===== src/source/ddr3_lite_consts.svh =====
`ifndef DDR3_LITE_CONSTS_SVH
`define DDR3_LITE_CONSTS_SVH

// Address and data widths
`define DDR_BANK_BITS 3
`define DDR_ROW_BITS 13
`define DDR_COL_BITS 10
`define DDR_DATA_BITS 32
`define DDR_MASK_BITS 4

// Timing in controller clocks
`define DDR_CL 6
`define DDR_CWL 5
`define DDR_TRCD 4
`define DDR_TRP 4
`define DDR_TRFC 20
`define DDR_TMRD 4

`define DDR_REFRESH_INTERVAL 300
`define DDR_RESET_CYCLES 16  // dfi_rst_no held low
`define DDR_CKE_CYCLES 8     // Reset release to CKE
`define REQ_DEPTH 4

`endif

===== src/source/ddr3_lite_pkg.sv =====
`include "ddr3_lite_consts.svh"

package ddr3_lite_pkg;

  typedef struct packed {
    logic                      write;
    logic [`DDR_BANK_BITS-1:0] bank;
    logic [`DDR_ROW_BITS-1:0]  row;
    logic [`DDR_COL_BITS-1:0]  col;
    logic [`DDR_DATA_BITS-1:0] data;
    logic [`DDR_MASK_BITS-1:0] mask;  // High bit masks a byte
  } mem_req_t;

  // {RAS#, CAS#, WE#} as seen on the DFI
  typedef enum logic [2:0] {
    CMD_MRS  = 3'b000,
    CMD_REF  = 3'b001,
    CMD_PRE  = 3'b010,
    CMD_ACT  = 3'b011,
    CMD_WR   = 3'b100,
    CMD_RD   = 3'b101,
    CMD_ZQCL = 3'b110,
    CMD_NOP  = 3'b111
  } ddr_cmd_e;

  typedef struct packed {
    ddr_cmd_e                  cmd;
    logic [`DDR_BANK_BITS-1:0] bank;
    logic [`DDR_ROW_BITS-1:0]  addr;
  } dfi_cmd_t;

  typedef struct packed {
    logic                      en;
    logic [`DDR_MASK_BITS-1:0] mask;
    logic [`DDR_DATA_BITS-1:0] data;
  } dfi_wdata_t;

  typedef struct packed {
    logic                      valid;
    logic [`DDR_DATA_BITS-1:0] data;
  } rd_ret_t;

  typedef enum logic [2:0] {CFG_RESET, CFG_CKE, CFG_MRS, CFG_ZQ, CFG_RUN} cfg_state_e;

  typedef enum logic [2:0] {
    FSM_IDLE,
    FSM_PRE,
    FSM_ACT,
    FSM_ACCESS,
    FSM_PREA,
    FSM_REF,
    FSM_WAIT
  } fsm_state_e;

endpackage


===== src/source/ddr3_lite_top.sv =====
module ddr3_lite_top import ddr3_lite_pkg::*; (
  input  logic       clock,
  input  logic       reset_i,
  output logic       configured_o,
  input  logic       req_i,
  input  mem_req_t   req_data_i,
  output logic       ack_o,
  output rd_ret_t    rd_o,
  output logic       dfi_rst_no,
  output logic       dfi_cke_o,
  output dfi_cmd_t   dfi_cmd_o,
  output dfi_wdata_t dfi_wdata_o,
  input  rd_ret_t    dfi_rd_i
);
  dfi_cmd_t cfg_cmd, fsm_cmd, sel_cmd;
  dfi_wdata_t wr_word;
  mem_req_t head;
  logic cfg_run, ref_req, ref_ack;
  logic head_valid, pop;
  logic fsm_reset;

  // Init commands own the DFI until the sequencer hands over
  assign sel_cmd = cfg_run ? fsm_cmd : cfg_cmd;
  assign fsm_reset = reset_i || !cfg_run;

  always_ff @(posedge clock) begin
    if (reset_i) begin
      configured_o <= 1'b0;
    end else begin
      configured_o <= cfg_run;
    end
  end

  ddr3_cfg ddr3_cfg_i (
    .clock     (clock),
    .reset_i   (reset_i),
    .dfi_rst_no(dfi_rst_no),
    .dfi_cke_o (dfi_cke_o),
    .cfg_cmd_o (cfg_cmd),
    .cfg_run_o (cfg_run),
    .ref_req_o (ref_req),
    .ref_ack_i (ref_ack)
  );

  ddr3_req_fifo ddr3_req_fifo_i (
    .clock       (clock),
    .reset_i     (reset_i),
    .enable_i    (configured_o),
    .req_i       (req_i),
    .req_data_i  (req_data_i),
    .ack_o       (ack_o),
    .head_valid_o(head_valid),
    .head_o      (head),
    .pop_i       (pop)
  );

  ddr3_fsm ddr3_fsm_i (
    .clock       (clock),
    .reset_i     (fsm_reset),
    .head_valid_i(head_valid),
    .head_i      (head),
    .pop_o       (pop),
    .ref_req_i   (ref_req),
    .ref_ack_o   (ref_ack),
    .cmd_o       (fsm_cmd),
    .wr_word_o   (wr_word)
  );

  ddr3_ddl ddr3_ddl_i (
    .clock      (clock),
    .reset_i    (reset_i),
    .cmd_i      (sel_cmd),
    .wr_word_i  (wr_word),
    .dfi_cmd_o  (dfi_cmd_o),
    .dfi_wdata_o(dfi_wdata_o),
    .dfi_rd_i   (dfi_rd_i),
    .rd_o       (rd_o)
  );

endmodule


===== src/source/ddr3_ddl.sv =====
`include "ddr3_lite_consts.svh"

module ddr3_ddl import ddr3_lite_pkg::*; (
  input  logic       clock,
  input  logic       reset_i,
  input  dfi_cmd_t   cmd_i,
  input  dfi_wdata_t wr_word_i,
  output dfi_cmd_t   dfi_cmd_o,
  output dfi_wdata_t dfi_wdata_o,
  input  rd_ret_t    dfi_rd_i,
  output rd_ret_t    rd_o
);
  dfi_wdata_t wr_line [`DDR_CWL];  // Writes in flight
  dfi_wdata_t wr_in;

  // Only a WR slot may launch write data
  always_comb begin
    wr_in = wr_word_i;
    wr_in.en = wr_word_i.en && (cmd_i.cmd == CMD_WR);
  end

  always_ff @(posedge clock) begin
    if (reset_i) begin
      dfi_cmd_o <= '{CMD_NOP, '0, '0};
    end else begin
      dfi_cmd_o <= cmd_i;
    end
  end

  // Stage 0 lines up with WR on dfi_cmd_o, output lands CWL cycles later
  always_ff @(posedge clock) begin
    if (reset_i) begin
      for (int i = 0; i < `DDR_CWL; i++) begin
        wr_line[i] <= '0;
      end
      dfi_wdata_o <= '0;
    end else begin
      wr_line[0] <= wr_in;
      for (int i = 1; i < `DDR_CWL; i++) begin
        wr_line[i] <= wr_line[i-1];
      end
      dfi_wdata_o <= wr_line[`DDR_CWL-1];
    end
  end

  // Read return, in issue order
  always_ff @(posedge clock) begin
    if (reset_i) begin
      rd_o <= '0;
    end else begin
      rd_o <= dfi_rd_i;
    end
  end

endmodule


===== src/source/ddr3_fsm.sv =====
`include "ddr3_lite_consts.svh"

module ddr3_fsm import ddr3_lite_pkg::*; (
  input  logic       clock,
  input  logic       reset_i,
  input  logic       head_valid_i,
  input  mem_req_t   head_i,
  output logic       pop_o,
  input  logic       ref_req_i,
  output logic       ref_ack_o,
  output dfi_cmd_t   cmd_o,
  output dfi_wdata_t wr_word_o
);
  localparam int WAIT_W = $clog2(`DDR_TRFC);
  localparam int NBANKS = 1 << `DDR_BANK_BITS;
  localparam logic [`DDR_ROW_BITS-1:0] ADDR_A10 = 1 << 10;

  fsm_state_e state, ret_state;
  logic [WAIT_W-1:0] wait_cnt;
  logic [NBANKS-1:0] row_valid;  // Bank has an open row
  logic [`DDR_ROW_BITS-1:0] open_row [NBANKS];
  logic bank_open, row_hit;

  assign bank_open = row_valid[head_i.bank];
  assign row_hit = bank_open && (open_row[head_i.bank] == head_i.row);

  // Both take effect on the edge that registers the command
  assign pop_o = (state == FSM_ACCESS);
  assign ref_ack_o = (state == FSM_REF);

  // Wait loads are T-2: one cycle in WAIT exit, one in the issuing state
  always_ff @(posedge clock) begin
    if (reset_i) begin
      state <= FSM_IDLE;
      ret_state <= FSM_IDLE;
      wait_cnt <= '0;
      row_valid <= '0;
      cmd_o <= '{CMD_NOP, '0, '0};
      wr_word_o <= '0;
    end else begin
      cmd_o <= '{CMD_NOP, '0, '0};
      wr_word_o.en <= 1'b0;
      case (state)
        FSM_IDLE: begin
          if (ref_req_i) begin
            state <= FSM_PREA;  // Refresh wins over a queued request
          end else if (head_valid_i) begin
            if (row_hit) begin
              state <= FSM_ACCESS;
            end else if (bank_open) begin
              state <= FSM_PRE;
            end else begin
              state <= FSM_ACT;
            end
          end
        end
        FSM_PRE: begin
          cmd_o <= '{CMD_PRE, head_i.bank, '0};
          row_valid[head_i.bank] <= 1'b0;
          wait_cnt <= WAIT_W'(`DDR_TRP - 2);
          ret_state <= FSM_ACT;
          state <= FSM_WAIT;
        end
        FSM_ACT: begin
          cmd_o <= '{CMD_ACT, head_i.bank, head_i.row};
          row_valid[head_i.bank] <= 1'b1;
          wait_cnt <= WAIT_W'(`DDR_TRCD - 2);
          ret_state <= FSM_ACCESS;
          state <= FSM_WAIT;
        end
        FSM_ACCESS: begin
          cmd_o.bank <= head_i.bank;
          cmd_o.addr <= `DDR_ROW_BITS'(head_i.col);  // A10 low, no auto-precharge
          if (head_i.write) begin
            cmd_o.cmd <= CMD_WR;
            wr_word_o <= '{1'b1, head_i.mask, head_i.data};
          end else begin
            cmd_o.cmd <= CMD_RD;
          end
          state <= FSM_IDLE;
        end
        FSM_PREA: begin
          if (|row_valid) begin
            cmd_o <= '{CMD_PRE, '0, ADDR_A10};  // Precharge all
            row_valid <= '0;
            wait_cnt <= WAIT_W'(`DDR_TRP - 2);
            ret_state <= FSM_REF;
            state <= FSM_WAIT;
          end else begin
            state <= FSM_REF;
          end
        end
        FSM_REF: begin
          cmd_o <= '{CMD_REF, '0, '0};
          wait_cnt <= WAIT_W'(`DDR_TRFC - 2);
          ret_state <= FSM_IDLE;
          state <= FSM_WAIT;
        end
        FSM_WAIT: begin
          if (wait_cnt == '0) begin
            state <= ret_state;
          end else begin
            wait_cnt <= wait_cnt - 1'b1;
          end
        end
        default: state <= FSM_IDLE;
      endcase
    end
  end

  // Open-row table, rows only; validity lives in row_valid
  always_ff @(posedge clock) begin
    if (state == FSM_ACT) begin
      open_row[head_i.bank] <= head_i.row;
    end
  end

endmodule


===== src/source/ddr3_req_fifo.sv =====
`include "ddr3_lite_consts.svh"

module ddr3_req_fifo import ddr3_lite_pkg::*; (
  input  logic     clock,
  input  logic     reset_i,
  input  logic     enable_i,
  input  logic     req_i,
  input  mem_req_t req_data_i,
  output logic     ack_o,
  output logic     head_valid_o,
  output mem_req_t head_o,
  input  logic     pop_i
);
  localparam int PTR_W = $clog2(`REQ_DEPTH);
  localparam int CNT_W = $clog2(`REQ_DEPTH + 1);

  mem_req_t queue [`REQ_DEPTH];
  logic [PTR_W-1:0] wr_ptr, rd_ptr;
  logic [CNT_W-1:0] count;
  logic full, push, pop;

  assign full = (count == CNT_W'(`REQ_DEPTH));
  // Request still high in the ack cycle is the one just taken
  assign push = enable_i && req_i && !ack_o && !full;
  assign pop = pop_i && head_valid_o;
  assign head_valid_o = (count != '0);
  assign head_o = queue[rd_ptr];

  always_ff @(posedge clock) begin
    if (reset_i) begin
      wr_ptr <= '0;
      rd_ptr <= '0;
      count <= '0;
      ack_o <= 1'b0;
    end else begin
      ack_o <= push;
      if (push) begin
        wr_ptr <= (wr_ptr == PTR_W'(`REQ_DEPTH - 1)) ? '0 : wr_ptr + 1'b1;
      end
      if (pop) begin
        rd_ptr <= (rd_ptr == PTR_W'(`REQ_DEPTH - 1)) ? '0 : rd_ptr + 1'b1;
      end
      count <= count + CNT_W'(push) - CNT_W'(pop);
    end
  end

  always_ff @(posedge clock) begin
    if (push) begin
      queue[wr_ptr] <= req_data_i;
    end
  end

endmodule


===== src/source/ddr3_cfg.sv =====
`include "ddr3_lite_consts.svh"

module ddr3_cfg import ddr3_lite_pkg::*; (
  input  logic     clock,
  input  logic     reset_i,
  output logic     dfi_rst_no,
  output logic     dfi_cke_o,
  output dfi_cmd_t cfg_cmd_o,
  output logic     cfg_run_o,
  output logic     ref_req_o,
  input  logic     ref_ack_i
);
  localparam int CNT_W = $clog2(`DDR_REFRESH_INTERVAL);
  localparam int ZQ_CYCLES = 32;  // ZQCL to first controller command

  cfg_state_e state;
  logic [CNT_W-1:0] count;
  logic [1:0] mr_idx;  // 0..3 walks MR2, MR3, MR1, MR0

  assign dfi_rst_no = (state != CFG_RESET);
  assign dfi_cke_o = (state != CFG_RESET) && (state != CFG_CKE);
  assign cfg_run_o = (state == CFG_RUN);

  always_ff @(posedge clock) begin
    if (reset_i) begin
      state <= CFG_RESET;
      count <= CNT_W'(`DDR_RESET_CYCLES - 1);
      mr_idx <= '0;
      ref_req_o <= 1'b0;
    end else begin
      count <= count - 1'b1;
      case (state)
        CFG_RESET: if (count == '0) begin
          state <= CFG_CKE;
          count <= CNT_W'(`DDR_CKE_CYCLES - 1);
        end
        CFG_CKE: if (count == '0) begin
          state <= CFG_MRS;
          count <= CNT_W'(`DDR_TMRD - 1);
        end
        CFG_MRS: if (count == '0) begin
          count <= CNT_W'(`DDR_TMRD - 1);
          mr_idx <= mr_idx + 1'b1;
          if (mr_idx == 2'd3) begin
            state <= CFG_ZQ;
            count <= CNT_W'(ZQ_CYCLES - 1);
          end
        end
        CFG_ZQ: if (count == '0) begin
          state <= CFG_RUN;
          count <= CNT_W'(`DDR_REFRESH_INTERVAL - 1);
        end
        default: begin
          // Refresh interval timer, request held until serviced
          if (ref_ack_i) begin
            ref_req_o <= 1'b0;
          end
          if (count == '0) begin
            ref_req_o <= 1'b1;
            count <= CNT_W'(`DDR_REFRESH_INTERVAL - 1);
          end
        end
      endcase
    end
  end

  // One command in the first cycle of each MRS slot and of the ZQ wait
  always_comb begin
    cfg_cmd_o = '{CMD_NOP, '0, '0};
    if (state == CFG_MRS && count == CNT_W'(`DDR_TMRD - 1)) begin
      cfg_cmd_o.cmd = CMD_MRS;
      case (mr_idx)
        2'd0: begin
          cfg_cmd_o.bank = 3'd2;
          cfg_cmd_o.addr[5:3] = 3'(`DDR_CWL - 5);  // CWL field
        end
        2'd1: cfg_cmd_o.bank = 3'd3;
        2'd2: begin
          cfg_cmd_o.bank = 3'd1;
          cfg_cmd_o.addr[0] = 1'b1;  // DLL disabled
        end
        default: begin
          cfg_cmd_o.bank = 3'd0;
          cfg_cmd_o.addr[6:4] = 3'(`DDR_CL - 4);  // CAS latency, BL8
        end
      endcase
    end else if (state == CFG_ZQ && count == CNT_W'(ZQ_CYCLES - 1)) begin
      cfg_cmd_o.cmd = CMD_ZQCL;
      cfg_cmd_o.addr[10] = 1'b1;  // Long calibration
    end
  end

endmodule


===== config.mk =====
export PLATFORM = sky130hd
export DESIGN_NAME = ddr3_lite_top
export DESIGN_NICKNAME = d
export VERILOG_FILES = /design/src/source/ddr3_lite_pkg.sv /design/src/source/ddr3_lite_top.sv /design/src/source/ddr3_ddl.sv /design/src/source/ddr3_fsm.sv /design/src/source/ddr3_req_fifo.sv /design/src/source/ddr3_cfg.sv
export VERILOG_INCLUDE_DIRS = /design/src /design/src/source
export SDC_FILE = /design/constraint.sdc
export NUM_CORES = 1
export LEC_CHECK = 0
export BUFFER_PORTS_ARGS = -buffer_cell sky130_fd_sc_hd__buf_2
export CAP_MARGIN = 15
export CORE_UTILIZATION = 59
export CTS_CLUSTER_DIAMETER = 200
export DETAILED_ROUTE_END_ITERATION = 8
export MAX_ROUTING_LAYER = met4
export PLACE_DENSITY_LB_ADDON = 0.1
export SLEW_MARGIN = 40
export SYNTH_ARGS = -nofsm -noshare
export SYNTH_HDL_FRONTEND = slang
export SYNTH_SLANG_ARGS = --single-unit

===== constraint.sdc =====
create_clock -name clock -period 4.28 [get_ports clock]
set_input_delay 0.428 -clock clock [delete_from_list [all_inputs] [get_ports clock]]
set_output_delay 0.428 -clock clock [all_outputs]
set_load 0.02 [all_outputs]

==> impl_metrics.yaml <==
die:
  core_area_um2: 41850
  die_y_um: 207.7
  start_util: 0.5966
  die_w_um: 207.7
  num_rows: 75
  pin_count: 192
  die_area_um2: 43150
clocking:
  cts_sinks: 731
  cts_tree: "built"
  hold_buffers: 0
  clk_path_buf_depth: 3
  cts-buffers-inserted: 72
  post_cts_buffers: 0
  root_buffer: "clkbuf_16"
  insertion_delay_ns: 0.59
  cts_htree_levels: 3
  ctsResizeCount: 0
  clk_pin_slew_worst_paths_ns: 0.06
global_routing:
  grt_use_total: 0.2155
  use_met2: 0.3096
  grt_busiest_layer: "met2"
  grt_use_met3: 0.05658
  grt_pass1_wl_um: 70410
  grt_overflow_total: 0
  antenna_found_initial: 9
  met1_usage: 0.3014
  grt_pass1_vias: 12960
  grt_max_degree: 127
synth:
  synth_cells: 1681
  avgSynthCellArea_um2: 14.85
  synth-simple-area-share: 0.1120
  synth-seq-area-share: 0.7288
  synth_fa_ha_area_frac: 0.008819
  synthMuxAreaShare: 0.08258
  synth_seq_cells: 731
  async_flop_share: 0
  synth_cell_types: 63
  synth-compound-area-share: 0.04209
  synthFlopType: "dfxtp_1"
  ys_warn_count: 0
  synth_top_family_by_area: "simple AND/OR/NAND/NOR gates"
  syn_nets: 1797
  syn_area_um2: 24970
  synth-xor-area-share: 0.006314
  synth_edf_count: 356
route:
  drt-initial-drc-count: 981
  drt-total-wl_um: 44530
  avgViaCountPerCell: 5.238
  drc: 0
  vias: 13050
  ant_nets: 0
  wl_per_cell_um: 17.87
  dr.pass1.iters: 5
sta:
  fin_ws_ns: 1.139
  slew_viol_final: 0
  slew_headroom: 0.4961
  finalCritPeriodShare: 0.7339
  hold_viol: 0
  period_minus_slack_ns: 3.141
  rsz0062_at_grt: "false"
  fmax_ghz: 0.3183
  skew_ns: 0.01761
  timing.setup.tns_ns: 0
  finalSetupViolations: 0
  tightest_slew_ns: 0.7559
hold_path:
  min-delay-start: "req_data_i[12]"
  hold_path_class: "input port to register"
  hold_depth: 1
  hold_end: "ddr3_req_fifo_i.queue[1][12]$_DFFE_PP_"
worst_setup_path:
  arrival_ns: 3.64
  slowest_delay_ns: 1.02
  path_cells: "mux4_4 > buf_4 > mux2i_1 > a22o_1 > a221oi_1 > xnor2_1 > nand4_1 > o41ai_2"
  r2r_setup_slack_ns: 1.14
  setup.worst_path.start_class: "register"
  timing.rr.end: "ddr3_fsm_i.state[1]$_SDFFE_PP0P_"
  worstPathMaxFanout: 35
  reg2regPathDepth: 8
  end_kind: "register"
  cp.required_ns: 4.78
  slowest_stage: "mux4_4"
  critical_path_class: "register to register"
place:
  pre_cts_slack_ns: 1.165
  dp.cells: 2358
  numPortBuffers: 191
  dpl.hpwl_um: 26850
  gp_congestion: 0.8837
power_and_ir_drop:
  seq_power_share: 0.533
  clkPwrFrac: 0.456
  p_sw_frac: 0.1917
  power.share.combinational: 0.012
  power_density_nw_per_um2: 475.6
  peakVddDrop_mv: 0.3388
  power_leakage_nw: 10.53
  power_w: 0.01377
  net-switching-power_w: 0.002639
  intPower_w: 0.01113
final_layout:
  final_cells: 2492
  multi_input_area_um2: 6307
  post-route-util: 0.6915
  fill_cells: 2917
  seqCellArea_um2: 18200
  drive_gt1_frac: 0.2118
  syn_to_final_growth_pct: 15.91
  final_nets: 2009
job:
  maxCapViolCount: 0
run_status:
  status: "completed"
synthesized netlist by cell type (3+ instances only):
| master | number | area (um2) |
|---|---|---|
| nand4_1 | 3 | 18.77 |
| nor2b_1 | 261 | 1633 |
| mux2i_1 | 62 | 620.6 |
| inv_1 | 19 | 71.32 |
| a22o_1 | 6 | 52.55 |
| ha_1 | 16 | 200.2 |
| a22oi_2 | 3 | 37.54 |
| xnor2_1 | 7 | 61.31 |
| a21oi_1 | 61 | 305.3 |
| mux4_2 | 60 | 1351 |
| buf_2 | 12 | 60.06 |
| dfxtp_1 | 375 | 7507 |
| a211oi_1 | 4 | 30.03 |
| buf_6 | 8 | 90.09 |
| a221oi_1 | 3 | 26.28 |
| nor2_1 | 73 | 274.0 |
| clkbuf_1 | 63 | 236.5 |
| or3_1 | 5 | 31.28 |
| nor3_1 | 20 | 100.1 |
| o22a_1 | 3 | 26.28 |
| a22oi_1 | 26 | 195.2 |
| o211ai_1 | 6 | 45.04 |
| xor2_1 | 11 | 96.34 |
| nand2_1 | 107 | 401.6 |
| mux4_1 | 3 | 78.83 |
| edfxtp_1 | 356 | 10690 |
| and3_1 | 10 | 62.56 |
| nand3_1 | 5 | 25.02 |
| o21ai_0 | 28 | 140.1 |
| and2_1 | 18 | 112.6 |
| a31oi_1 | 4 | 25.02 |
| nor4_1 | 3 | 18.77 |
critical path, delay by kind of cell (launching register included):
kind	cells	cell delay (ns)
buffers and inverters	1	0.30
AO/OA/AOI/OAI	3	0.73
multiplexers	2	1.14
XOR/XNOR	1	0.17
flip-flops	1	0.51
AND/OR/NAND/NOR	1	0.15
logic make-up after synthesis:
family / Yosys count
mux: 126
xor+xnor: 18
simple gates: 520
compound gates: 162
buf+inv: 107
flops: 731
fa+ha+maj: 17
power groups by stage:
stage | sequential [W] | clock, W | combinational [W]
CTS | 0.00733 | 0.00641 | 0.000165
detailed placement | 0.00748 | 0 | 0.000164
floorplan | 0.00751 | 0 | 0.0000508
global route | 0.00733 | 0.00669 | 0.000178
global placement | 0.00748 | 0 | 0.000157
finish | 0.00733 | 0.00627 | 0.000163
per-stage QoR:
stage	instance area (um2)	hold slack (ns)
2_1_floorplan	24970	0.3929
3_3_place_gp	26520	0.4181
3_5_place_dp	26540	0.4140
4_1_cts	28920	0.01381
5_1_grt	28940	0.01943
6_report	28940	0.04416
how the worst max path moves through the flow:
| stage | end | slack (ns) | cells after the start |
|---|---|---|---|
| after floorplan | ddr3_req_fifo_i.queue[0][0]$_DFFE_PP_ | 1.18 | 3 |
| after global placement | ddr3_fsm_i.state[1]$_SDFFE_PP0P_ | 1.18 | 8 |
| after detailed placement | ddr3_fsm_i.state[1]$_SDFFE_PP0P_ | 1.16 | 8 |
| after CTS | ddr3_fsm_i.state[1]$_SDFFE_PP0P_ | 1.17 | 8 |
| after global routing | ddr3_fsm_i.state[1]$_SDFFE_PP0P_ | 0.96 | 8 |
| final | ddr3_fsm_i.state[1]$_SDFFE_PP0P_ | 1.14 | 8 |
cell type report:
type | count | area share
Sequential cell | 731 | 0.6289
Multi-Input combinational cell | 843 | 0.2179
Clock buffer | 96 | 0.06817
Timing Repair Buffer | 225 | 0.04448
Tap cell | 539 | 0.02330
Clock inverter | 30 | 0.01392
Inverter | 20 | 0.002594
Antenna cell | 8 | 0.0006917
registers in the layout, summed over array words and instances (netlist names), named ones only:
signal and cells:
ddr3_req_fifo_i.rd_ptr 2, ddr3_req_fifo_i.count 3, ddr3_cfg_i.ref_req_o 1, ddr3_ddl_i.wr_line 185, ddr3_fsm_i.open_row 104, ddr3_ddl_i.dfi_cmd_o 19
ddr3_req_fifo_i.ack_o 1, ddr3_req_fifo_i.wr_ptr 2, ddr3_cfg_i.count 9, ddr3_fsm_i.row_valid 8, ddr3_fsm_i.state 3, ddr3_fsm_i.wr_word_o 37
ddr3_ddl_i.dfi_wdata_o 37, ddr3_req_fifo_i.queue 252, ddr3_cfg_i.state 3, configured_o 1, ddr3_cfg_i.mr_idx 2, ddr3_ddl_i.rd_o 33
ddr3_fsm_i.ret_state 3, ddr3_fsm_i.cmd_o 19, ddr3_fsm_i.wait_cnt 5
per-layer routing:
metal	routed length (um)	part of all wire	up-vias
met5	0	0	-
met4	868	0.019	0
met3	3290	0.074	74
met2	19520	0.44	411
met1	20860	0.47	6155
li1	-	-	6413
layout by cell type (no fill, tap or decap), drive strengths merged, types with 10 or more instances in the layout:
| cell | Yosys | final |
|---|---|---|
| a22oi | 29 | 29 |
| inv | 19 | 25 |
| edfxtp | 356 | 356 |
| nor3 | 20 | 20 |
| o21ai | 28 | 28 |
| and2 | 19 | 19 |
| ha | 16 | 16 |
| nand2 | 107 | 107 |
| and3 | 10 | 10 |
| nor2b | 262 | 262 |
| xor2 | 11 | 11 |
| clkbuf | 64 | 98 |
| mux2i | 62 | 62 |
| clkinv | 1 | 14 |
| a21oi | 61 | 61 |
| dfxtp | 375 | 375 |
| mux4 | 63 | 63 |
| nor2 | 74 | 74 |
| buf | 23 | 223 |
(Power assumes the default switching activity.)
